$ cat config.mk
export PLATFORM = sky130hd
export DESIGN_NAME = cache_way_flat
export DESIGN_NICKNAME = d
export VERILOG_FILES = /design/src/design/cache_lookup_if.sv /design/src/design/cache_way.sv /design/src/flat_wrapper.sv
export VERILOG_INCLUDE_DIRS = /design/src /design/src/design
export SDC_FILE = /design/constraint.sdc
export NUM_CORES = 2
export LEC_CHECK = 0
export BUFFER_PORTS_ARGS = -buffer_cell sky130_fd_sc_hd__buf_2
export CELL_PAD_IN_SITES_DETAIL_PLACEMENT = 1
export CELL_PAD_IN_SITES_GLOBAL_PLACEMENT = 2
export CORE_ASPECT_RATIO = 1.25
export CORE_UTILIZATION = 23
export DETAILED_ROUTE_END_ITERATION = 7
export PLACE_DENSITY = 0.52
export SLEW_MARGIN = 15
export SYNTH_ARGS = -nofsm -noshare
export SYNTH_HDL_FRONTEND = slang
export SYNTH_SLANG_ARGS = --single-unit
$ cat constraint.sdc
create_clock -name clk -period 8.5 [get_ports clk]
set_clock_uncertainty 0.15 [all_clocks]
set_input_delay 1.275 -clock clk [delete_from_list [all_inputs] [get_ports clk]]
set_output_delay 1.275 -clock clk [all_outputs]
set_load 0.01 [all_outputs]
$ cat src/design/mem_stage_settings.svh
`ifndef MEM_STAGE_SETTINGS_SVH
`define MEM_STAGE_SETTINGS_SVH

// ##########################################################################
// Cache geometry
// ##########################################################################

`define MEM_NUM_WAYS 4
`define MEM_NUM_SETS 16
`define MEM_INDEX_W 4

// ##########################################################################
// Datapath widths
// ##########################################################################

`define MEM_ADDR_W 64
`define MEM_DATA_W 64
// Three low bits select the byte inside a 64-bit word
`define MEM_TAG_W (`MEM_ADDR_W - `MEM_INDEX_W - 3)

`endif

$ cat src/design/cache_lookup_if.sv
`timescale 1ns/1ps
`include "mem_stage_settings.svh"

interface cache_lookup_if;

    logic [`MEM_INDEX_W-1:0]    index;
    logic [`MEM_TAG_W-1:0]      tag;
    logic                       is_load;
    logic                       is_store;
    logic                       cached;
    // Store payload already shifted into its byte lanes
    logic [`MEM_DATA_W/8-1:0]   store_strb;
    logic [`MEM_DATA_W-1:0]     store_data;

    modport decoder (
        output index, tag, is_load, is_store, cached, store_strb, store_data
    );

    modport way (
        input index, tag, store_strb, store_data
    );

    modport ctrl (
        input is_load, is_store, cached
    );

endinterface

$ cat src/design/cache_way.sv
`timescale 1ns/1ps
`include "mem_stage_settings.svh"

module cache_way (
    input  logic                    clk,
    input  logic                    rst,
    cache_lookup_if.way             lookup,
    input  logic                    fill_en,
    input  logic                    store_upd,
    input  logic [`MEM_DATA_W-1:0]  fill_data,
    output logic                    hit,
    output logic                    valid,
    output logic [`MEM_DATA_W-1:0]  rdata
);

    logic [`MEM_NUM_SETS-1:0]   valid_q;
    logic [`MEM_TAG_W-1:0]      tag_q [`MEM_NUM_SETS];
    logic [`MEM_DATA_W-1:0]     data_q [`MEM_NUM_SETS];

    // Lookup of the addressed set
    assign valid = valid_q[lookup.index];
    assign hit = valid && (tag_q[lookup.index] == lookup.tag);
    assign rdata = data_q[lookup.index];

    always_ff @(posedge clk or posedge rst) begin
        if (rst) begin
            valid_q <= '0;
        end else if (fill_en) begin
            valid_q[lookup.index] <= 1'b1;
        end
    end

    // Fill replaces the whole word; store merges byte lanes on a hit
    always_ff @(posedge clk) begin
        if (fill_en) begin
            tag_q[lookup.index] <= lookup.tag;
            data_q[lookup.index] <= fill_data;
        end else if (store_upd && hit) begin
            for (int b = 0; b < `MEM_DATA_W/8; b++) begin
                if (lookup.store_strb[b]) begin
                    data_q[lookup.index][8*b +: 8] <= lookup.store_data[8*b +: 8];
                end
            end
        end
    end

    assert property (@(posedge clk) disable iff (rst) !(fill_en && store_upd));

endmodule

$ cat src/flat_wrapper.sv
// flat-port wrapper written by rule: the top's interface ports become plain ports
module cache_way_flat 
  (clk, rst, fill_en, store_upd, fill_data, hit, valid, rdata, lookup_index, lookup_tag, lookup_store_strb, lookup_store_data);
  cache_lookup_if lookup_i ();
  input  logic clk;
  input  logic rst;
  input  logic fill_en;
  input  logic store_upd;
  input  logic [`MEM_DATA_W-1:0] fill_data;
  output logic hit;
  output logic valid;
  output logic [`MEM_DATA_W-1:0] rdata;
  input wire logic [$bits(lookup_i.index)-1:0] lookup_index;
  input wire logic [$bits(lookup_i.tag)-1:0] lookup_tag;
  input wire logic [$bits(lookup_i.store_strb)-1:0] lookup_store_strb;
  input wire logic [$bits(lookup_i.store_data)-1:0] lookup_store_data;
  assign lookup_i.index = lookup_index;
  assign lookup_i.tag = lookup_tag;
  assign lookup_i.store_strb = lookup_store_strb;
  assign lookup_i.store_data = lookup_store_data;
  cache_way u_core (.clk(clk), .rst(rst), .lookup(lookup_i), .fill_en(fill_en), .store_upd(store_upd), .fill_data(fill_data), .hit(hit), .valid(valid), .rdata(rdata));
endmodule
==> results.toml <==
[global_route]
met3_usage_pct = 2.57
antenna_found_initial = 41
grt_max_degree = 128
grt-ovfl-total = 0
grt_pass1_wl_um = 339000
globalRouteTotalUtil_pct = 14.1
global_route.usage.met1_pct = 18.1
grt_use_met2_pct = 24.7
grt_pass1_vias = 42500
top_usage_layer = "met2"

[yosys]
synth-seq-cells = 1952
synth_edf_count = 1936
synth_seq_area_share_pct = 75.2
synthCells = 3725
synth.distinct_cells = 72
ys.flop_type = "edfxtp_1"
synthArstFlopShare_pct = 0.820
yosys_warnings = 0
syn_area_per_cell_um2 = 20.9
syn_area_mm2 = 0.0778
synth_fp_nets = 3926

[clock_network]
cts_tree = "yes"
clk_path_buf_depth = 4
cts-root-buf = "clkbuf_16"
cts_setup_buffers = 0
insertion_delay_ns = 0.88
cts_inserted_buffers = 217
hold_buffers = 0
cts_sinks = 1952
cts-resized-gates = 0
clk_pin_slew_worst_paths_ns = 0.06
htree_levels = 4

[drt]
drt.antenna.violating_nets = 0
vias = 39300
post_drt_wl_per_cell_um = 27.5
dr.pass1.iters = 5
wl_um = 244000
drc = 0
routed_via_density = 4.44
drtIter0Drc = 3013

[timing]
tightest_slew_ns = 1.13
fin_setup_tns_ns = 0
rsz0062_at_grt = "no"
fin_crit_sh_pct = 82.9
hold-worst-slack_ns = 0.311
setup_viol = 0
hold_viol = 0
drv_slew = 0
min_period_ns = 7.05
relSlewSlack_pct = 24.8
max_freq_mhz = 142

[final_layout]
nFillCells = 34700
final_common_cell = "edfxtp_1"
fin_util_pct = 27.4
syn_to_final_growth_pct = 18.5
multi_input_area_mm2 = 0.0181
fin_cells = 8853
drive_gt1_share_pct = 31.5
layout_common_cells = "edfxtp_1 (1936), mux4_2 (473), buf_2 (262)"
seqCellArea_mm2 = 0.0585
final_net_count = 4438

[place]
dp_hpwl_um = 157000
gp_congestion = 0.772
dp_cells = 8458
port_buffers = 266

[die]
core_mm2 = 0.336
initial_core_util_pct = 23.1
die_area_mm2 = 0.341
die_y_um = 652
io_pins = 267
rows = 238
fp.dieW_um = 522

[pwr]
swShare_pct = 22.3
pwr_density_cell_mw_per_mm2 = 230
ir_worst_vdd_mv = 0.151
p_comb_share_pct = 6.5
intPower_w = 0.0165
p_leak_nw = 29.1
switchingPower_w = 0.00472
clkPwrFrac_pct = 42.3
p_seq_share_pct = 51.2

[critical_path]
criticalPathCategory = "in2out"
crit_path_max_fanout = 59
critPathLaunchType = "input port"
cp-end-kind = "primary output"
required_ns = 7.07
worstPathArrival_ns = 5.62

[worst_hold_path]
min_path_type = "reg2reg"

[status]
outcome = "complete, no violations"

[run]
drv_cap = 0
[power groups by stage]
stage	Combinational, W	Clock (W)	Sequential [W]
2_1_floorplan	0.000765	0	0.0110
3_3_place_gp	0.00141	0	0.0110
3_5_place_dp	0.00142	0	0.0110
4_1_cts	0.00143	0.00920	0.0108
5_1_grt	0.00148	0.00952	0.0109
6_report	0.00138	0.00895	0.0108
[worst max-delay path, stage by stage]
cell	delay (ns)
buf_8	0.51
buf_12	0.34
nand2b_1	0.52
o22ai_1	0.28
o21ai_0	0.44
o21ai_0	0.17
o31ai_1	0.39
nand3_1	0.15
or4b_1	0.51
or3_4	0.51
inv_1	0.15
buf_2	0.15
[synth_stat cells (5+ instances only)]
cell	instances	area (um^2)
dfrtp_1	16	400
nor3b_1	10	75.1
mux2i_1	173	1730
nor3_1	10	50.1
buf_2	30	150
nand2b_1	22	138
edfxtp_1	1936	58100
buf_4	19	143
nand3_2	8	80.1
a22oi_1	44	330
and2_1	11	68.8
clkbuf_1	90	338
nand3_1	19	95.1
mux2_2	115	1290
buf_6	14	158
xor2_1	21	184
inv_1	43	161
xnor2_1	35	307
o221ai_1	6	52.6
mux4_2	473	10700
nand4_1	12	75.1
nor4_1	5	31.3
nand2_1	203	762
buf_1	40	150
a221oi_1	14	123
a2111oi_0	5	43.8
nor2_1	39	146
o21ai_1	9	45.0
and3_1	6	37.5
or4_1	5	37.5
o21ai_0	142	711
o22ai_1	39	244
a31oi_1	6	37.5
a21oi_1	17	85.1
nor2b_1	12	75.1
[sequential cells by signal, summed over array words and instances, names as in the netlist]
name,count
u_core.data_q,1024
u_core.valid_q,16
u_core.tag_q,912
[cell type report]
cell class                      count  share of cell area, %
Antenna cell                        9                 0.0244
Clock buffer                      275                   6.13
Clock inverter                    111                   1.04
Inverter                           46                  0.236
Multi-Input combinational cell   1532                   19.7
Sequential cell                  1952                   63.5
Tap cell                         4440                   6.02
Timing Repair Buffer              488                   3.40
[through the flow]
step / total power [W] / worst slack [ns] / instance area, um^2
after floorplan: 0.0118 / 2.32 / 77800
after global placement: 0.0124 / 1.39 / 85600
after detailed placement: 0.0125 / 1.41 / 85600
after CTS: 0.0215 / 1.39 / 92200
after global routing: 0.0219 / 1.16 / 92200
final: 0.0212 / 1.45 / 92200
[path summary, 6_finish.rpt]
kind | from | to | slack (ns) | cells past startpoint
setup / recovery | lookup_index[0] | hit | 1.45 | 12
hold reg to reg | u_core.valid_q[6] | u_core.valid_q[6] | 0.31 | 1
min in group asynchronous | rst | u_core.valid_q[4] | 0.43 | 2
max in group asynchronous | rst | u_core.valid_q[15] | 7.34 | 2
hold / removal | u_core.valid_q[6] | u_core.valid_q[6] | 0.31 | 1
setup reg to reg | u_core.tag_q[1][36] | u_core.data_q[14][47] | 3.46 | 10
[logic make-up (layout without fill, tap and decap cells)]
group / Yosys count / after routing / share of synthesized area (%)
AO/OA/AOI/OAI: 335 / 335 / 2.73
XOR/XNOR: 56 / 56 / 0.630
buffers and inverters: 241 / 920 / 1.47
flip-flops: 1952 / 1952 / 75.2
multiplexers: 761 / 761 / 17.6
other: 0 / 9 / 0
AND/OR/NAND/NOR: 380 / 380 / 2.34
[routing by layer]
metal | up-vias | part of all wire [%]
li1 | 16600 | -
met1 | 21400 | 42
met2 | 1017 | 51
met3 | 310 | 5.2
met4 | 16 | 1.8
met5 | - | 0.041
No activity file was read; power rests on OpenSTA's default activity.
