[config.mk]
export PLATFORM = sky130hd
export DESIGN_NAME = load_align
export DESIGN_NICKNAME = d
export VERILOG_FILES = /design/src/design/mem_op_pkg.sv /design/src/design/load_align.sv
export VERILOG_INCLUDE_DIRS = /design/src /design/src/design
export SDC_FILE = /design/constraint.sdc
export NUM_CORES = 1
export LEC_CHECK = 0
export ABC_AREA = 1
export BUFFER_PORTS_ARGS = -buffer_cell sky130_fd_sc_hd__buf_2
export CELL_PAD_IN_SITES_DETAIL_PLACEMENT = 0
export CELL_PAD_IN_SITES_GLOBAL_PLACEMENT = 1
export CORE_AREA = 2 2 181 183
export CTS_CLUSTER_SIZE = 20
export DETAILED_ROUTE_END_ITERATION = 10
export DIE_AREA = 0 0 183 185
export PLACE_DENSITY = 0.78
export RECOVER_POWER = 50
export SYNTH_ARGS = -nofsm -noshare
export SYNTH_HDL_FRONTEND = slang
export SYNTH_SLANG_ARGS = --single-unit
export TNS_END_PERCENT = 30
[constraint.sdc]
create_clock -name clk -period 2.1 [get_ports clk]
set_input_delay 0.21 -clock clk [delete_from_list [all_inputs] [get_ports clk]]
set_output_delay 0.21 -clock clk [all_outputs]
set_load 0.05 [all_outputs]
[src/design/mem_stage_settings.svh]
`ifndef MEM_STAGE_SETTINGS_SVH
`define MEM_STAGE_SETTINGS_SVH

// ##########################################################################
// Cache geometry
// ##########################################################################

`define MEM_NUM_WAYS 4
`define MEM_NUM_SETS 16
`define MEM_INDEX_W 4

// ##########################################################################
// Datapath widths
// ##########################################################################

`define MEM_ADDR_W 64
`define MEM_DATA_W 64
// Three low bits select the byte inside a 64-bit word
`define MEM_TAG_W (`MEM_ADDR_W - `MEM_INDEX_W - 3)

`endif

[src/design/mem_op_pkg.sv]
package mem_op_pkg;

    // Opcodes presented by the execute stage
    typedef enum logic [3:0] {
        OP_NOP = 4'd0,
        OP_LB  = 4'd1,
        OP_LH  = 4'd2,
        OP_LW  = 4'd3,
        OP_LD  = 4'd4,
        OP_LBU = 4'd5,
        OP_LHU = 4'd6,
        OP_LWU = 4'd7,
        OP_SB  = 4'd8,
        OP_SH  = 4'd9,
        OP_SW  = 4'd10,
        OP_SD  = 4'd11
    } mem_op_e;

    // Number of bytes touched, as log2
    typedef enum logic [1:0] {
        ACC_BYTE   = 2'd0,
        ACC_HALF   = 2'd1,
        ACC_WORD   = 2'd2,
        ACC_DOUBLE = 2'd3
    } acc_size_e;

endpackage

[src/design/load_align.sv]
`timescale 1ns/1ps
`include "mem_stage_settings.svh"

module load_align (
    input  logic                    clk,
    input  logic                    rst,
    input  logic                    bus_capture,
    input  logic [`MEM_DATA_W-1:0]  r_data,
    input  logic                    cached,
    input  logic [`MEM_NUM_WAYS-1:0] hit_vec,
    input  logic [`MEM_DATA_W-1:0]  way_rdata [`MEM_NUM_WAYS],
    input  mem_op_pkg::mem_op_e     op,
    input  logic [2:0]              offset,
    output logic [`MEM_DATA_W-1:0]  bus_word,
    output logic [`MEM_DATA_W-1:0]  resp_data
);
    import mem_op_pkg::*;

    logic [`MEM_DATA_W-1:0] word;
    logic [`MEM_DATA_W-1:0] shifted;

    // Last R beat, also the fill word for the ways
    always_ff @(posedge clk or posedge rst) begin
        if (rst) begin
            bus_word <= '0;
        end else if (bus_capture) begin
            bus_word <= r_data;
        end
    end

    always_comb begin
        word = cached ? '0 : bus_word;
        for (int w = 0; w < `MEM_NUM_WAYS; w++) begin
            if (cached && hit_vec[w]) begin
                word = way_rdata[w];
            end
        end
    end

    assign shifted = word >> {offset, 3'b000};

    always_comb begin
        case (op)
            OP_LB:   resp_data = {{56{shifted[7]}}, shifted[7:0]};
            OP_LH:   resp_data = {{48{shifted[15]}}, shifted[15:0]};
            OP_LW:   resp_data = {{32{shifted[31]}}, shifted[31:0]};
            OP_LD:   resp_data = shifted;
            OP_LBU:  resp_data = {56'd0, shifted[7:0]};
            OP_LHU:  resp_data = {48'd0, shifted[15:0]};
            OP_LWU:  resp_data = {32'd0, shifted[31:0]};
            default: resp_data = '0;
        endcase
    end

endmodule

==> summary.txt <==
Placement
  • Cell Area, Placed: 12,400 um^2
  • DP Wirelength: 40,000 um
  • Number of input and output port buffers inserted: 462
  • Global placer's final weighted congestion: 0.967

Floorplanning
  • Effective utilization at floorplan: 24.4%
  • Floorplan die height: 185 um
  • Die width: 183 um
  • Core Rows: 66
  • Area of the die: 33,900 um^2
  • Boundary Pins: 463
  • Total core area: 32,000 um^2

Pwr
  • Switching Power: 3.07 mW
  • Fraction of power spent switching nets: 44.4%
  • VDD IR-drop max: 0.484 mV
  • Design Power: 6.92 mW
  • Internal cell power: 3.85 mW
  • Clock group share of total power: 23.0%
  • Leakage dissipation: 7.24 nW
  • Power per cell area: 501 nW/um^2
  • Combinational share of power: 56.2%
  • Sequential Power Share: 20.8%

STA
  • Hold violation total from the final report: 0
  • Max Clock Freq: 427 MHz
  • Worst Max-Slew Pin Slew: 1520 ps
  • Period minus WS final: 2340 ps
  • Count of pins over their slew limit: 70
  • Setup repair after global routing missed its margin: true
  • Worst hold slack: 68.8 ps
  • Slew HR: -1.40%
  • Fin Clk Skew: 0 ps
  • Final period utilization: 112%
  • Number of setup violations in the final report: 64
  • Final critical-path setup slack: -243 ps

Routing
  • Routed length per instance: 21.1 um
  • Pre-antenna DRT Iters: 6
  • Residual DRC count: 0
  • Drt first-iter violations: 998
  • Total wire length: 49,600 um
  • Number of vias per cell after detailed routing: 5.08
  • DR vias: 11,954
  • Remaining antenna violation count after routing: 0

Logic synthesis
  • Post-synthesis area per instance: 5.50 um^2
  • Area share of the largest cell type after synthesis: 23.7%
  • Leading area contributor after synthesis: nand2_1
  • Post-synthesis net count: 1,760
  • Seq/Total Area, Yosys: 20.4%
  • EDFF count, synth: 0
  • Async set-reset flop share out of synthesis: 100%
  • Post-Synthesis Cells: 1,425
  • Top-count cell post-synth: nand2_1
  • Distinct cells, synth: 28
  • Post-synthesis register bit count: 64
  • YS warnings: 0
  • Post-synthesis instance area: 7830 um^2
  • Commonest cells in the synthesized netlist: nand2_1, nand3_1, nor2_1
  • Top cells by area, synth: nand2_1, dfrtp_1, nand3_1, nor2_1, o21ai_0
  • Flip-flop cell with the highest count after synthesis: dfrtp_1

Run status
  • Result of the run: finished, violations left
  • Failing checks: capacitance limit, slew limit, setup timing

Clocking
  • Clock root buffer: clkbuf_16
  • Register clock-pin slew on the reported worst setup and hold paths: 60 ps
  • TritonCTS Buffers: 9
  • CTS H-tree lvls: 3
  • Sinks on the clock net: 64
  • Maximum number of buffers from clock root to sink: 2
  • CTS tree: yes
  • Clk_lat worst skew: 350 ps

Worst setup path
  • Number of cells on the critical path: 13
  • Depth of the most critical reg-to-reg path: 3
  • Arrival time reported for the critical path endpoint: 2130 ps
  • Startpoint of the worst register-to-register path: bus_word[55]
  • Crit Path Max Fanout: 6
  • Worst R2R Setup Slack: 1060 ps
  • Delay-heaviest family, CP: simple AND/OR/NAND/NOR gates
  • Kind of end point of the critical path: output port
  • Series of cell instances along the critical path: nand2_2, nand3_2, nand2_2, nand2_2, nand3_2, nand2_2, nand2_2, nand3_4, nand3_4, buf_12, buf_16, nand4_1, buf_12
  • Worst setup endpoint: resp_data[56]
  • Worst setup path startpoint: bus_word[31]
  • Data required time of the worst path: 1890 ps
  • Total buffers and inverters traversed by the critical path: 3
  • Setup CP Type: reg -> out
  • Crit path top cell by count: nand2_2
  • Crit path largest cell delay: 430 ps
  • Worst path slowest cell: dfrtp_2
  • Startpoint type of the worst setup path: flop
  • R2r endpoint: bus_word[55]

Job
  • Total of max-cap violations: 1

Layout
  • Signed area change from the synthesized netlist to the final layout: 76.3%
  • Registers with the highest flip-flop counts: bus_word (64)
  • Ratio of cells with drive above 1 in the final layout: 44.1%
  • Flip-flop count of the largest register, all copies and words added: 64
  • Final nets: 2,268
  • Register with the highest flop count: bus_word
  • Total non-filler cell area in the finished layout: 13,800 um^2

Global route
  • Antenna violations before repair: 13
  • Maximum number of pins on one net before global-route repair: 70
  • Aggregate global-route resource usage: 28.4%
  • Via count of the first global-routing pass: 11,702
  • Total congestion overflow: 0
  • First-pass GRT wire length: 71,400 um

Hold path
  • Class of the most critical hold timing path: in -> reg
-- placed cells by master (no fill, tap or decap), types with 4 or more instances in the layout --
cell type,instances
nand4_1,40
buf_16,4
buf_6,5
dfrtp_1,55
a21oi_1,31
nand2_2,64
o211ai_1,30
nor2_4,5
inv_2,7
a21oi_2,6
clkbuf_16,13
nand2_4,10
a31o_2,4
dfrtp_2,9
or2_1,8
mux2_2,24
inv_1,84
o21ai_2,5
nand3_2,44
nor3_1,4
diode_2,9
o21ai_0,64
or2_2,37
buf_4,96
buf_12,94
buf_2,396
nor2_1,116
nand3_4,5
o21ai_1,19
inv_4,4
nand3_1,196
nor2_2,7
nand2_1,421
-- worst register-to-register path: cells and delay by family, from the launching register on --
kind,cells,cell delay [ps]
buffers and inverters,2,250
muxes,1,250
DFF,1,410
-- cell type report --
type | instances | area (um^2)
Inverter | 98 | 383
Fill cell | 3426 | 18200
Multi-Input combinational cell | 1151 | 6000
Clock inverter | 3 | 40.0
Clock buffer | 12 | 267
Timing Repair Buffer | 609 | 4980
Antenna cell | 9 | 22.5
Sequential cell | 64 | 1610
Tap cell | 408 | 510
-- logic make-up (layout without fill, tap and decap cells) --
| family | after synthesis | in the layout | synth area share (%) |
|---|---|---|---|
| and+or+nand+nor | 960 | 960 | 52.9 |
| buffers and inverters | 210 | 722 | 11.1 |
| AOI/OAI and AO/OA | 167 | 167 | 12.1 |
| DFF | 64 | 64 | 20.4 |
| muxes | 24 | 24 | 3.45 |
| other | 0 | 9 | 0 |
-- timing repair --
action,in CTS,in global routing
cloned,6,4
pin swaps,59,54
hold buffers,1,0
buffers inserted,13,7
setup endpoints to repair,64,64
gates resized for setup,156,53
hold endpoints to repair,64,0
-- power groups by stage --
stage | combinational (mW) | sequential [mW] | clock, mW
2_1_floorplan | 1.52 | 1.85 | 0
3_3_place_gp | 3.59 | 1.45 | 0
3_5_place_dp | 3.60 | 1.46 | 0
4_1_cts | 3.82 | 1.44 | 1.62
5_1_grt | 4.16 | 1.45 | 1.67
6_report | 3.89 | 1.44 | 1.59
-- metal layers --
metal / GRT usage [%] / wire [um] / vias up
met5: 0 / 55 / -
met1: 33.1 / 19600 / 5545
met3: 5.74 / 3700 / 100
li1: - / - / 5703
met4: 12.7 / 2220 / 8
met2: 50.2 / 24100 / 598
-- worst min-delay path by stage --
stage	slack, ps	start	cells after the start	endpoint
floorplan	330	r_data[12]	2	bus_word[12]
global placement	300	rst	3	bus_word[45]
detailed placement	310	rst	3	bus_word[45]
CTS	60	r_data[44]	3	bus_word[44]
global route	70	r_data[62]	3	bus_word[62]
finish	70	r_data[33]	3	bus_word[33]
-- metrics by stage --
| stage | worst slack [ps] | instances | setup TNS, ps | util [%] |
|---|---|---|---|---|
| 2_1_floorplan | -7.85 | 1425 | -42.9 | - |
| 3_3_place_gp | -462 | 2299 | -19080 | 38.6 |
| 3_5_place_dp | -461 | 2299 | -18800 | 38.6 |
| 4_1_cts | -264 | 2334 | -12930 | 42.1 |
| 5_1_grt | -339 | 2352 | -18440 | 43.1 |
| 6_report | -243 | 2354 | -12400 | 43.1 |
(Power assumes the default switching activity.)
