`src/design/mem_stage_settings.svh`:
```
`ifndef MEM_STAGE_SETTINGS_SVH
`define MEM_STAGE_SETTINGS_SVH

// ##########################################################################
// Cache geometry
// ##########################################################################

`define MEM_NUM_WAYS 4
`define MEM_NUM_SETS 16
`define MEM_INDEX_W 4

// ##########################################################################
// Datapath widths
// ##########################################################################

`define MEM_ADDR_W 64
`define MEM_DATA_W 64
// Three low bits select the byte inside a 64-bit word
`define MEM_TAG_W (`MEM_ADDR_W - `MEM_INDEX_W - 3)

`endif

```
`src/design/mem_bus_pkg.sv`:
```
package mem_bus_pkg;

    typedef enum logic [2:0] {
        S_IDLE,
        S_RD_CACHE,
        S_RD_ADDR,
        S_RD_DATA,
        S_FILL,
        S_WR_ADDR,
        S_WR_DATA,
        S_DONE
    } mem_state_e;

    // AXI AxSIZE encoding
    typedef enum logic [2:0] {
        AXI_SIZE_1 = 3'b000,
        AXI_SIZE_2 = 3'b001,
        AXI_SIZE_4 = 3'b010,
        AXI_SIZE_8 = 3'b011
    } axi_size_e;

endpackage

```
`src/design/mem_op_pkg.sv`:
```
package mem_op_pkg;

    // Opcodes presented by the execute stage
    typedef enum logic [3:0] {
        OP_NOP = 4'd0,
        OP_LB  = 4'd1,
        OP_LH  = 4'd2,
        OP_LW  = 4'd3,
        OP_LD  = 4'd4,
        OP_LBU = 4'd5,
        OP_LHU = 4'd6,
        OP_LWU = 4'd7,
        OP_SB  = 4'd8,
        OP_SH  = 4'd9,
        OP_SW  = 4'd10,
        OP_SD  = 4'd11
    } mem_op_e;

    // Number of bytes touched, as log2
    typedef enum logic [1:0] {
        ACC_BYTE   = 2'd0,
        ACC_HALF   = 2'd1,
        ACC_WORD   = 2'd2,
        ACC_DOUBLE = 2'd3
    } acc_size_e;

endpackage

```
`src/design/cache_lookup_if.sv`:
```
`timescale 1ns/1ps
`include "mem_stage_settings.svh"

interface cache_lookup_if;

    logic [`MEM_INDEX_W-1:0]    index;
    logic [`MEM_TAG_W-1:0]      tag;
    logic                       is_load;
    logic                       is_store;
    logic                       cached;
    // Store payload already shifted into its byte lanes
    logic [`MEM_DATA_W/8-1:0]   store_strb;
    logic [`MEM_DATA_W-1:0]     store_data;

    modport decoder (
        output index, tag, is_load, is_store, cached, store_strb, store_data
    );

    modport way (
        input index, tag, store_strb, store_data
    );

    modport ctrl (
        input is_load, is_store, cached
    );

endinterface

```
`src/design/mem_request_decode.sv`:
```
`timescale 1ns/1ps
`include "mem_stage_settings.svh"

module mem_request_decode (
    input  logic                    clk,
    input  logic                    rst,
    input  mem_op_pkg::mem_op_e     op,
    input  logic [`MEM_ADDR_W-1:0]  addr,
    input  logic [`MEM_DATA_W-1:0]  wdata,
    cache_lookup_if.decoder         lookup,
    output logic [`MEM_ADDR_W-1:0]  ar_addr,
    output logic [`MEM_ADDR_W-1:0]  aw_addr,
    output mem_bus_pkg::axi_size_e  ar_size,
    output mem_bus_pkg::axi_size_e  aw_size
);
    import mem_op_pkg::*;
    import mem_bus_pkg::*;

    acc_size_e  size;
    logic [2:0] offset;
    logic [2:0] align_mask;
    logic [7:0] base_strb;
    logic       misaligned;

    assign offset = addr[2:0];

    always_comb begin
        lookup.is_load = 1'b0;
        lookup.is_store = 1'b0;
        size = ACC_BYTE;
        case (op)
            OP_LB, OP_LBU: begin
                lookup.is_load = 1'b1;
            end
            OP_LH, OP_LHU: begin
                lookup.is_load = 1'b1;
                size = ACC_HALF;
            end
            OP_LW, OP_LWU: begin
                lookup.is_load = 1'b1;
                size = ACC_WORD;
            end
            OP_LD: begin
                lookup.is_load = 1'b1;
                size = ACC_DOUBLE;
            end
            OP_SB: begin
                lookup.is_store = 1'b1;
            end
            OP_SH: begin
                lookup.is_store = 1'b1;
                size = ACC_HALF;
            end
            OP_SW: begin
                lookup.is_store = 1'b1;
                size = ACC_WORD;
            end
            OP_SD: begin
                lookup.is_store = 1'b1;
                size = ACC_DOUBLE;
            end
            default: begin
                size = ACC_BYTE;
            end
        endcase
    end

    // Address split, cached region is the upper half of the 32-bit space
    assign lookup.index = addr[`MEM_INDEX_W+2:3];
    assign lookup.tag = addr[`MEM_ADDR_W-1:`MEM_INDEX_W+3];
    assign lookup.cached = addr[31];

    // Cached traffic moves whole words
    assign ar_addr = lookup.cached ? {addr[`MEM_ADDR_W-1:3], 3'b000} : addr;
    assign aw_addr = ar_addr;
    assign ar_size = lookup.cached ? AXI_SIZE_8 : axi_size_e'({1'b0, size});
    assign aw_size = ar_size;

    assign align_mask = (3'b001 << size) - 3'b001;
    assign base_strb = (8'h02 << ((4'd1 << size) - 4'd1)) - 8'h01;
    assign misaligned = (offset & align_mask) != 3'b000;

    assign lookup.store_strb = (lookup.is_store && !misaligned) ? base_strb << offset : 8'h00;
    assign lookup.store_data = wdata << {offset, 3'b000};

    // Misaligned stores are trapped in execute and never reach this stage
    assert property (@(posedge clk) disable iff (rst)
        lookup.is_store |-> !misaligned);

endmodule

```
`src/flat_wrapper.sv`:
```
// flat-port wrapper written by rule: the top's interface ports become plain ports
module mem_request_decode_flat import mem_op_pkg::*; import mem_bus_pkg::*;
  (clk, rst, op, addr, wdata, ar_addr, aw_addr, ar_size, aw_size, lookup_index, lookup_tag, lookup_is_load, lookup_is_store, lookup_cached, lookup_store_strb, lookup_store_data);
  cache_lookup_if lookup_i ();
  input  logic clk;
  input  logic rst;
  input  mem_op_pkg::mem_op_e op;
  input  logic [`MEM_ADDR_W-1:0] addr;
  input  logic [`MEM_DATA_W-1:0] wdata;
  output logic [`MEM_ADDR_W-1:0] ar_addr;
  output logic [`MEM_ADDR_W-1:0] aw_addr;
  output mem_bus_pkg::axi_size_e ar_size;
  output mem_bus_pkg::axi_size_e aw_size;
  output wire logic [$bits(lookup_i.index)-1:0] lookup_index;
  output wire logic [$bits(lookup_i.tag)-1:0] lookup_tag;
  output wire logic [$bits(lookup_i.is_load)-1:0] lookup_is_load;
  output wire logic [$bits(lookup_i.is_store)-1:0] lookup_is_store;
  output wire logic [$bits(lookup_i.cached)-1:0] lookup_cached;
  output wire logic [$bits(lookup_i.store_strb)-1:0] lookup_store_strb;
  output wire logic [$bits(lookup_i.store_data)-1:0] lookup_store_data;
  assign lookup_index = lookup_i.index;
  assign lookup_tag = lookup_i.tag;
  assign lookup_is_load = lookup_i.is_load;
  assign lookup_is_store = lookup_i.is_store;
  assign lookup_cached = lookup_i.cached;
  assign lookup_store_strb = lookup_i.store_strb;
  assign lookup_store_data = lookup_i.store_data;
  mem_request_decode u_core (.clk(clk), .rst(rst), .op(op), .addr(addr), .wdata(wdata), .lookup(lookup_i), .ar_addr(ar_addr), .aw_addr(aw_addr), .ar_size(ar_size), .aw_size(aw_size));
endmodule
```
`config.mk`:
```
export PLATFORM = sky130hd
export DESIGN_NAME = mem_request_decode_flat
export DESIGN_NICKNAME = d
export VERILOG_FILES = /design/src/design/mem_bus_pkg.sv /design/src/design/mem_op_pkg.sv /design/src/design/cache_lookup_if.sv /design/src/design/mem_request_decode.sv /design/src/flat_wrapper.sv
export VERILOG_INCLUDE_DIRS = /design/src /design/src/design
export SDC_FILE = /design/constraint.sdc
export NUM_CORES = 1
export LEC_CHECK = 0
export ABC_AREA = 1
export BUFFER_PORTS_ARGS = -buffer_cell sky130_fd_sc_hd__buf_2
export CAP_MARGIN = 25
export CORE_AREA = 5 5 152 154
export DETAILED_ROUTE_END_ITERATION = 12
export DIE_AREA = 0 0 157 159
export MAX_ROUTING_LAYER = met4
export SLEW_MARGIN = 20
export SYNTH_ARGS = -nofsm -noshare
export SYNTH_HDL_FRONTEND = slang
export SYNTH_SLANG_ARGS = --single-unit
```
`constraint.sdc`:
```
create_clock -name vclk -period 1.2
set_clock_uncertainty 0.05 [all_clocks]
set_input_delay 0.06 -clock vclk [all_inputs]
set_output_delay 0.06 -clock vclk [all_outputs]
set_load 0.01 [all_outputs]
```
==> flow_summary_export.csv <==
group,metric,value,unit
timing,clock.fmax,0.775,GHz
final_layout,seq_cells,0,
timing,period_needed,1.29,ns
timing,finalHoldViolations,0,
critical_path,cp_top_family,"simple AND/OR/NAND/NOR gates",
final_layout,fin_nets,756,
yosys,yosysTopAreaCell,"buf_4",
pwr,comb_power_share,100.0,%
placed_design,port_buffers,160,
yosys,netlist_instances,614,
critical_path,worstSetupPathType,"primary input to output port",
timing,setup_viol,16,
final_layout,num-clock-buffers,0,
placed_design,place_hpwl,11800,um
global_routing,grtUsageTotal,11.3,%
critical_path,slowest_stage,"a21oi_4",
route,vias,3748,
timing,holdWs,0.0700,ns
final_layout,area_growth,31.2,%
placed_design,dp.cells,887,
placed_design,place.gp.congestion,0.840,
floorplanning,die_y,159,um
outcome,status,"finished with violations",
floorplanning,core_area,21600,sq um
critical_path,crit_path_max_fanout,4,
timing,rsz0062_at_grt,"yes",
route,routed_via_density,4.15,
yosys,netlist_area,3440,sq um
critical_path,cp_cell_sequence,"buf_12 > clkinv_8 > nand2_2 > nor2_2 > nor2_2 > nand2_2 > a21oi_4 > nand3_4 > nor2_1 > buf_2",
pwr,p_leak,2.23,nW
final_layout,fin_util,20.9,%
yosys,netlist_top_cells_area,"buf_4 (42%), nand2_1 (16%), o21ai_0 (9.0%)",
timing,finalCritPeriodShare,108,%
yosys,syn_area_per_cell,5.60,sq um
floorplanning,die_w,157,um
pwr,p_seq_share,0,%
floorplanning,start_util,16.0,%
pwr,power.switching,0.00102,W
placed_design,placed_area,3530,sq um
hold_path,hp-class,"primary input to output port",
pwr,switching_share,54.5,%
route,drt-pass1-iter-count,4,
global_routing,grt_max_degree,49,
route,routedWlPerCell,17.2,um
final_layout,layout_commonest_cell,"buf_2",
final_layout,layout_common_cells,"buf_2 (151), nand2_1 (124), nor2_1 (40), buf_4 (38), o21ai_1 (36)",
pwr,peakVddDrop,0.123,mV
critical_path,slowest_delay,0.25,ns
floorplanning,ios,404,
critical_path,cp.required,1.09,ns
timing,drv_slew,0,
floorplanning,rows,54,
final_layout,drive_gt1_share,55.8,%
route,ant_nets,0,
route,drt-total-wl,15500,um
final_layout,layout.cells.non_filler,904,
critical_path,crit_buf_inv,3,
yosys,yosys_warnings,0,
yosys,synthDistinctLibCells,23,
pwr,cell_internal_pwr,0.000854,W
final_layout,fin_area,4510,sq um
job,drv_cap,0,
pwr,power_density,416,nW/um^2
clock_network,cts_hold_buf,0,
timing,setup_ws,-0.0906,ns
critical_path,cp-start-kind,"primary input",
yosys,yosysSeqAreaShare,0,%
global_routing,grt_pass1_vias,3798,
pwr,pwr-share-clk,0,%
outcome,violations,"negative setup slack",
critical_path,end_kind,"output port",
floorplanning,dieArea,25000,sq um
route,drc_errors,0,
global_routing,grt_first_pass_wirelength,21800,um
yosys,synth_top_area_share,42.1,%
final_layout,regArea,0,sq um
global_routing,grt_antenna_before_repair,4,
route,drt_iter0_drc,177,
critical_path,cp.arrival,1.18,ns
global_routing,grt_overflow,0,
==> routing by layer <==
layer,routed length [um],up-vias,GRT usage [%]
met5,0,-,-
met4,888,0,5.40
met3,1530,90,3.02
met2,7240,195,19.0
met1,5880,1672,12.4
li1,-,1791,-
==> metrics by stage <==
stage | setup slack (ns) | power [W] | TNS, ns
2_1_floorplan | 0.0924 | 0.00137 | 0
3_3_place_gp | -0.293 | 0.00144 | -4.88
3_5_place_dp | -0.310 | 0.00144 | -5.59
4_1_cts | -0.0297 | 0.00166 | -0.159
5_1_grt | -0.158 | 0.00205 | -2.37
6_report | -0.0906 | 0.00188 | -0.552
==> logic make-up after synthesis <==
| kind of cell | synth area share (%) |
|---|---|
| other | 0.109 |
| AND/OR/NAND/NOR | 31.7 |
| AO/OA/AOI/OAI | 11.9 |
| buffers and inverters | 49.4 |
| multiplexers | 6.98 |
==> path summary, 6_finish.rpt <==
kind      from  slack [ns]  depth (start not counted)                    to
min   addr[15]        0.07                          0           ar_addr[15]
max      op[2]       -0.09                         10  lookup_store_strb[7]
==> power groups by stage <==
| stage | combinational, W | sequential, W | clock, W |
|---|---|---|---|
| after floorplan | 0.00137 | 0 | 0 |
| after global placement | 0.00144 | 0 | 0 |
| after detailed placement | 0.00144 | 0 | 0 |
| after CTS | 0.00166 | 0 | 0 |
| after global routing | 0.00205 | 0 | 0.000000000445 |
| final | 0.00188 | 0 | 0.000000000446 |
==> synthesized netlist by cell type, types with 3 or more instances <==
| cell | instances |
|---|---|
| mux2i_1 | 24 |
| clkbuf_1 | 11 |
| buf_2 | 10 |
| buf_6 | 3 |
| nand3_1 | 50 |
| o21ai_0 | 62 |
| nor2_1 | 50 |
| nor2_2 | 3 |
| a21oi_1 | 5 |
| nand2_2 | 5 |
| inv_1 | 22 |
| o21ai_1 | 7 |
| buf_4 | 193 |
| inv_2 | 4 |
| buf_1 | 6 |
| nand2_1 | 149 |
==> cell type report <==
type	count	area, sq um
antenna	4	10.0
fill	2439	17000
inverter	27	146
multi-input combinational	365	2260
tap	280	350
timing repair buffer	228	1740
==> timing repair <==
action / CTS / global route
gates resized for setup: 112 / 131
gates cloned: 3 / 1
pin swaps: 32 / 41
endpoints found under the hold margin: 0 / 0
buffers inserted: 11 / 3
setup endpoints to repair: 65 / 56
Power figures use the tool's default switching activity.
