$ cat config.mk
export PLATFORM = sky130hd
export DESIGN_NAME = mem_access_fsm_flat
export DESIGN_NICKNAME = d
export VERILOG_FILES = /design/src/design/mem_bus_pkg.sv /design/src/design/mem_op_pkg.sv /design/src/design/cache_lookup_if.sv /design/src/design/mem_access_fsm.sv /design/src/flat_wrapper.sv
export VERILOG_INCLUDE_DIRS = /design/src /design/src/design
export SDC_FILE = /design/constraint.sdc
export NUM_CORES = 1
export LEC_CHECK = 0
export ABC_AREA = 0
export BUFFER_PORTS_ARGS = -buffer_cell sky130_fd_sc_hd__clkbuf_2
export CELL_PAD_IN_SITES_DETAIL_PLACEMENT = 1
export CELL_PAD_IN_SITES_GLOBAL_PLACEMENT = 2
export CORE_MARGIN = 10
export CORE_UTILIZATION = 19
export DETAILED_ROUTE_END_ITERATION = 12
export GPL_TIMING_DRIVEN = 0
export PLACE_DENSITY_LB_ADDON = 0.1
export REMOVE_ABC_BUFFERS = 1
export SLEW_MARGIN = 20
export SYNTH_ARGS = -nofsm -noshare
export SYNTH_HDL_FRONTEND = slang
export SYNTH_SLANG_ARGS = --single-unit
$ cat constraint.sdc
create_clock -name clk -period 1.83 [get_ports clk]
set_clock_uncertainty 0.1 [all_clocks]
set_input_delay 0.183 -clock clk [delete_from_list [all_inputs] [get_ports clk]]
set_output_delay 0.183 -clock clk [all_outputs]
set_load 0.01 [all_outputs]
$ cat src/design/mem_stage_settings.svh
`ifndef MEM_STAGE_SETTINGS_SVH
`define MEM_STAGE_SETTINGS_SVH

// ##########################################################################
// Cache geometry
// ##########################################################################

`define MEM_NUM_WAYS 4
`define MEM_NUM_SETS 16
`define MEM_INDEX_W 4

// ##########################################################################
// Datapath widths
// ##########################################################################

`define MEM_ADDR_W 64
`define MEM_DATA_W 64
// Three low bits select the byte inside a 64-bit word
`define MEM_TAG_W (`MEM_ADDR_W - `MEM_INDEX_W - 3)

`endif

$ cat src/design/mem_bus_pkg.sv
package mem_bus_pkg;

    typedef enum logic [2:0] {
        S_IDLE,
        S_RD_CACHE,
        S_RD_ADDR,
        S_RD_DATA,
        S_FILL,
        S_WR_ADDR,
        S_WR_DATA,
        S_DONE
    } mem_state_e;

    // AXI AxSIZE encoding
    typedef enum logic [2:0] {
        AXI_SIZE_1 = 3'b000,
        AXI_SIZE_2 = 3'b001,
        AXI_SIZE_4 = 3'b010,
        AXI_SIZE_8 = 3'b011
    } axi_size_e;

endpackage

$ cat src/design/mem_op_pkg.sv
package mem_op_pkg;

    // Opcodes presented by the execute stage
    typedef enum logic [3:0] {
        OP_NOP = 4'd0,
        OP_LB  = 4'd1,
        OP_LH  = 4'd2,
        OP_LW  = 4'd3,
        OP_LD  = 4'd4,
        OP_LBU = 4'd5,
        OP_LHU = 4'd6,
        OP_LWU = 4'd7,
        OP_SB  = 4'd8,
        OP_SH  = 4'd9,
        OP_SW  = 4'd10,
        OP_SD  = 4'd11
    } mem_op_e;

    // Number of bytes touched, as log2
    typedef enum logic [1:0] {
        ACC_BYTE   = 2'd0,
        ACC_HALF   = 2'd1,
        ACC_WORD   = 2'd2,
        ACC_DOUBLE = 2'd3
    } acc_size_e;

endpackage

$ cat src/design/cache_lookup_if.sv
`timescale 1ns/1ps
`include "mem_stage_settings.svh"

interface cache_lookup_if;

    logic [`MEM_INDEX_W-1:0]    index;
    logic [`MEM_TAG_W-1:0]      tag;
    logic                       is_load;
    logic                       is_store;
    logic                       cached;
    // Store payload already shifted into its byte lanes
    logic [`MEM_DATA_W/8-1:0]   store_strb;
    logic [`MEM_DATA_W-1:0]     store_data;

    modport decoder (
        output index, tag, is_load, is_store, cached, store_strb, store_data
    );

    modport way (
        input index, tag, store_strb, store_data
    );

    modport ctrl (
        input is_load, is_store, cached
    );

endinterface

$ cat src/design/mem_access_fsm.sv
`timescale 1ns/1ps
`include "mem_stage_settings.svh"

module mem_access_fsm (
    input  logic                        clk,
    input  logic                        rst,
    input  logic                        req_valid,
    input  mem_op_pkg::mem_op_e         op,
    cache_lookup_if.ctrl                lookup,
    input  logic [`MEM_NUM_WAYS-1:0]    hit_vec,
    input  logic [`MEM_NUM_WAYS-1:0]    valid_vec,
    output logic [`MEM_NUM_WAYS-1:0]    fill_en,
    output logic                        store_upd,
    output logic                        bus_capture,
    output logic                        ar_valid,
    input  logic                        ar_ready,
    input  logic                        r_valid,
    output logic                        r_ready,
    output logic                        aw_valid,
    input  logic                        aw_ready,
    output logic                        w_valid,
    input  logic                        w_ready,
    input  logic                        b_valid,
    output logic                        b_ready,
    output logic                        resp_valid
);
    import mem_op_pkg::*;
    import mem_bus_pkg::*;

    mem_state_e                 state;
    mem_state_e                 state_next;
    logic                       hit_any;
    logic                       w_sent;
    logic [`MEM_NUM_WAYS-1:0]   victim;

    assign hit_any = |hit_vec;

    // First invalid way wins, way 0 when the set is full
    always_comb begin
        victim = '0;
        victim[0] = 1'b1;
        for (int w = `MEM_NUM_WAYS - 1; w >= 0; w--) begin
            if (!valid_vec[w]) begin
                victim = '0;
                victim[w] = 1'b1;
            end
        end
    end

    // ######################################################################
    // State sequencing
    // ######################################################################

    always_comb begin
        state_next = state;
        case (state)
            S_IDLE: begin
                if (req_valid && lookup.is_load) begin
                    state_next = (lookup.cached && hit_any) ? S_RD_CACHE : S_RD_ADDR;
                end else if (req_valid && lookup.is_store) begin
                    state_next = S_WR_ADDR;
                end
            end
            S_RD_CACHE: state_next = S_DONE;
            S_RD_ADDR: begin
                if (ar_ready) begin
                    state_next = S_RD_DATA;
                end
            end
            S_RD_DATA: begin
                if (r_valid) begin
                    state_next = lookup.cached ? S_FILL : S_DONE;
                end
            end
            // Loads read the filled way next, stores are finished
            S_FILL: state_next = lookup.is_load ? S_RD_CACHE : S_DONE;
            S_WR_ADDR: begin
                if (aw_ready) begin
                    state_next = S_WR_DATA;
                end
            end
            S_WR_DATA: begin
                if (b_valid && (w_sent || w_ready)) begin
                    state_next = (lookup.cached && hit_any) ? S_FILL : S_DONE;
                end
            end
            default: state_next = S_IDLE;
        endcase
    end

    always_ff @(posedge clk or posedge rst) begin
        if (rst) begin
            state <= S_IDLE;
            w_sent <= 1'b0;
        end else begin
            state <= state_next;
            if (state == S_DONE) begin
                w_sent <= 1'b0;
            end else if (w_valid && w_ready) begin
                w_sent <= 1'b1;
            end
        end
    end

    // ######################################################################
    // Outputs decoded from state
    // ######################################################################

    assign ar_valid = (state == S_RD_ADDR);
    assign r_ready = (state == S_RD_DATA);
    assign aw_valid = (state == S_WR_ADDR);
    assign w_valid = (state == S_WR_ADDR) || (state == S_WR_DATA);
    assign b_ready = w_valid;

    assign bus_capture = r_ready && r_valid;
    assign fill_en = (state == S_FILL && lookup.is_load) ? victim : '0;
    assign store_upd = (state == S_FILL) && lookup.is_store;

    // NOP completes in the same cycle it is presented
    assign resp_valid = req_valid && (op == OP_NOP || state == S_DONE);

    // Read address only for loads and write address only for stores
    assert property (@(posedge clk) disable iff (rst)
        !(ar_valid && !lookup.is_load) && !(aw_valid && !lookup.is_store));

    // Request must stay held across the whole access
    assert property (@(posedge clk) disable iff (rst) (state != S_IDLE) |-> req_valid);

endmodule

$ cat src/flat_wrapper.sv
// flat-port wrapper written by rule: the top's interface ports become plain ports
module mem_access_fsm_flat import mem_op_pkg::*; import mem_bus_pkg::*;
  (clk, rst, req_valid, op, hit_vec, valid_vec, fill_en, store_upd, bus_capture, ar_valid, ar_ready, r_valid, r_ready, aw_valid, aw_ready, w_valid, w_ready, b_valid, b_ready, resp_valid, lookup_is_load, lookup_is_store, lookup_cached);
  cache_lookup_if lookup_i ();
  input  logic clk;
  input  logic rst;
  input  logic req_valid;
  input  mem_op_pkg::mem_op_e op;
  input  logic [`MEM_NUM_WAYS-1:0] hit_vec;
  input  logic [`MEM_NUM_WAYS-1:0] valid_vec;
  output logic [`MEM_NUM_WAYS-1:0] fill_en;
  output logic store_upd;
  output logic bus_capture;
  output logic ar_valid;
  input  logic ar_ready;
  input  logic r_valid;
  output logic r_ready;
  output logic aw_valid;
  input  logic aw_ready;
  output logic w_valid;
  input  logic w_ready;
  input  logic b_valid;
  output logic b_ready;
  output logic resp_valid;
  input wire logic [$bits(lookup_i.is_load)-1:0] lookup_is_load;
  input wire logic [$bits(lookup_i.is_store)-1:0] lookup_is_store;
  input wire logic [$bits(lookup_i.cached)-1:0] lookup_cached;
  assign lookup_i.is_load = lookup_is_load;
  assign lookup_i.is_store = lookup_is_store;
  assign lookup_i.cached = lookup_cached;
  mem_access_fsm u_core (.clk(clk), .rst(rst), .req_valid(req_valid), .op(op), .lookup(lookup_i), .hit_vec(hit_vec), .valid_vec(valid_vec), .fill_en(fill_en), .store_upd(store_upd), .bus_capture(bus_capture), .ar_valid(ar_valid), .ar_ready(ar_ready), .r_valid(r_valid), .r_ready(r_ready), .aw_valid(aw_valid), .aw_ready(aw_ready), .w_valid(w_valid), .w_ready(w_ready), .b_valid(b_valid), .b_ready(b_ready), .resp_valid(resp_valid));
endmodule
==> metrics.txt <==
RSZ-0062 raised after global routing=false; CP Class=reg -> out; DP Area=648 µm²; buffer and inverter count on the worst path=1; largest net degree at the start of global routing=17; Initial DRC Count=2; Power Internal=0.000613 W; FMAX=0.584 GHz; PortBufs=34; Core ar.=2280 µm²; die footprint=4870 µm²; WL final=1.84 mm; IR drop worst, VDD=0.564 mV; Seq pwr share=0.211; Clock Path Buffers=2; setup TNS=0 ns; Worst-Skew Late Latency=0.23 ns; initial antenna violation count=0; Cell Pwr Density=1430 nW/µm²; Top delay family on crit path=flip-flops; Clock Sink Count=4; Post-DP HPWL=1.44 mm; mapped cell area=470 µm²; Slew headroom=0.777; Pleak=0.398 nW; P_sw=0.000496 W; Synth Register Bits=4; Vert. Die Dim=69.8 µm; period utilisation layout=0.936; Synth area leaders=dfrtp_1 21%, o41ai_4 5.9%, nor2_1 4.8%; combinational share of power=0.691; top cell type's share of synthesized area=0.213; vias in the first global route=701; clock power share=0.098; ys async rst share=1.00; Total Power Consumption=0.00111 W; Post-Syn Instances=61; pre-CTS setup slack=0.0491 ns; Initial Util=0.207; Die Wd=69.8 µm; CP arrival=1.43 ns; status=finished clean; ANT nets after route=0; Hold Vio Cnt, Final=0; Final Max Tran Viols=0; sw frac=0.447; proportion of layout cells with a drive suffix above 1=0.544; fin util=0.340; startpoint types=flop; most frequent cell after synthesis=nor2_1; CTS clk-pin slew, worst paths=0.04 ns; Commonest cells post-synth=6 x nor2_1, 4 x dfrtp_1, 4 x inv_1, 4 x nand2_1, 4 x nand3_1; final setup fails=0; Main synth FF type=dfrtp_1; DR vias/cell=4.89; CP max FO=13; Final min period=1.71 ns; IO Pins=35; CTS Buf Count=3; post-synth top area cell=dfrtp_1; via count=640; wire per inst=14.0 µm; worst hold path class=in -> reg; final setup margin=0.116 ns; H-tree levels=1; Post-synth EDFFs=0; CP max stage delay=0.54 ns; gr usage total=0.0775; sequential share of the synthesized area=0.213; Critical Path Sink Type=primary output; Area Growth Syn to Fin=64.6%; total grt overflow=0; Core Rows=17; Max Cap Violations=0; Required @ worst endpoint=1.55 ns; final net count=128; global-route wire length before repair=3.19 mm; Root Driver=clkbuf_4; final instance area=774 µm²; Final GP Congestion=0.707; first drt pass iteration count=3; Synth Warn #=0; count of unique library cells instantiated by Yosys=33; CTS tree=built; Critical-path top delay cell=dfrtp_4; n_diodes=0; CP cell instances=nor2b_4 > nand3_2 > nor3b_1 > clkbuf_2; Residual DRC=0; worst-margin pin slew=0.334 ns; Syn Area/Cell=7.71 µm²
-- final timing paths --
kind / from / end / slack [ns] / depth (start not counted)
hold reg to reg: u_core.w_sent / u_core.w_sent / 0.45 / 2
setup / recovery: u_core.state[1] / fill_en[2] / 0.12 / 4
min in group asynchronous: rst / u_core.w_sent / 0.25 / 3
hold / removal: w_ready / u_core.w_sent / 0.16 / 3
max in group asynchronous: rst / u_core.state[1] / 1.21 / 3
setup reg to reg: u_core.state[1] / u_core.state[1] / 0.12 / 4
-- flip-flops by register name, summed over array words and instances (netlist names) --
| register | cells |
|---|---|
| u_core.w_sent | 1 |
| u_core.state | 3 |
-- layer usage --
layer  share of wire  track usage
met2            0.44        0.118
met5               0            0
met3           0.074       0.0271
met1            0.47       0.0907
met4           0.015       0.0457
-- tightest hold or removal path, stage by stage --
cell and delay, ns:
clkbuf_2 0.09, a21oi_1 0.12, a31oi_1 0.05
-- cells in the final DEF (no fill, tap or decap) --
cell	n
clkbuf_4	3
a41o_1	1
o21ai_0	2
nand3_2	1
mux2_1	1
o311ai_1	1
o2111ai_1	1
a31oi_1	2
and2_1	2
nor2b_4	2
nor4_1	1
o211ai_1	1
and3_2	1
dlygate4sd3_1	1
buf_4	8
inv_2	1
nor3_1	1
mux2i_1	1
nand3b_1	1
nand3_1	3
inv_1	4
nor2_1	6
o31ai_1	1
nand2_1	4
dfrtp_1	1
and3_1	2
clkbuf_2	34
o21ai_1	1
nor3_2	1
o41ai_4	1
o21a_1	1
xor2_1	1
o311ai_2	1
dfrtp_2	1
nor3b_1	3
dfrtp_4	2
a21oi_1	3
a311oi_1	1
-- repair_timing --
| action | in CTS | in global routing |
|---|---|---|
| endpoints found under the hold margin | 4 | 0 |
| hold buffers | 1 | 0 |
| gates resized for setup | 6 | 5 |
| pin swaps | 0 | 0 |
| setup endpoints to repair | 3 | 2 |
| buffers inserted | 1 | 7 |
-- cell families after synthesis --
group	Yosys count	synth area share
AO/OA/AOI/OAI	17	0.309
XOR/XNOR	1	0.0186
buffers and inverters	9	0.0984
flip-flops	4	0.213
multiplexers	2	0.0452
AND/OR/NAND/NOR	28	0.316
-- area by class of cell --
cell class	instances	area, µm²
Fill cell	291	1500
Inverter	5	18.8
Sequential cell	4	109
Timing Repair Buffer	43	240
Tap cell	28	35.0
Clock buffer	3	22.5
Multi-Input combinational cell	48	349
-- power groups by stage --
stage,clock network (W),logic [W],registers (W)
2_1_floorplan,0,0.000367,0.000243
3_3_place_gp,0,0.000535,0.000296
3_5_place_dp,0,0.000537,0.000294
4_1_cts,0.000114,0.000607,0.000267
5_1_grt,0.000126,0.000871,0.000243
6_report,0.000108,0.000766,0.000234
-- metrics by stage --
stage                     hold slack [ns]  cells
final                               0.157    131
after CTS                           0.147    124
after detailed placement          -0.0501    119
after global routing                0.182    131
after global placement            -0.0557    119
after floorplan                    -0.151     57
No activity file was read; power rests on OpenSTA's default activity.
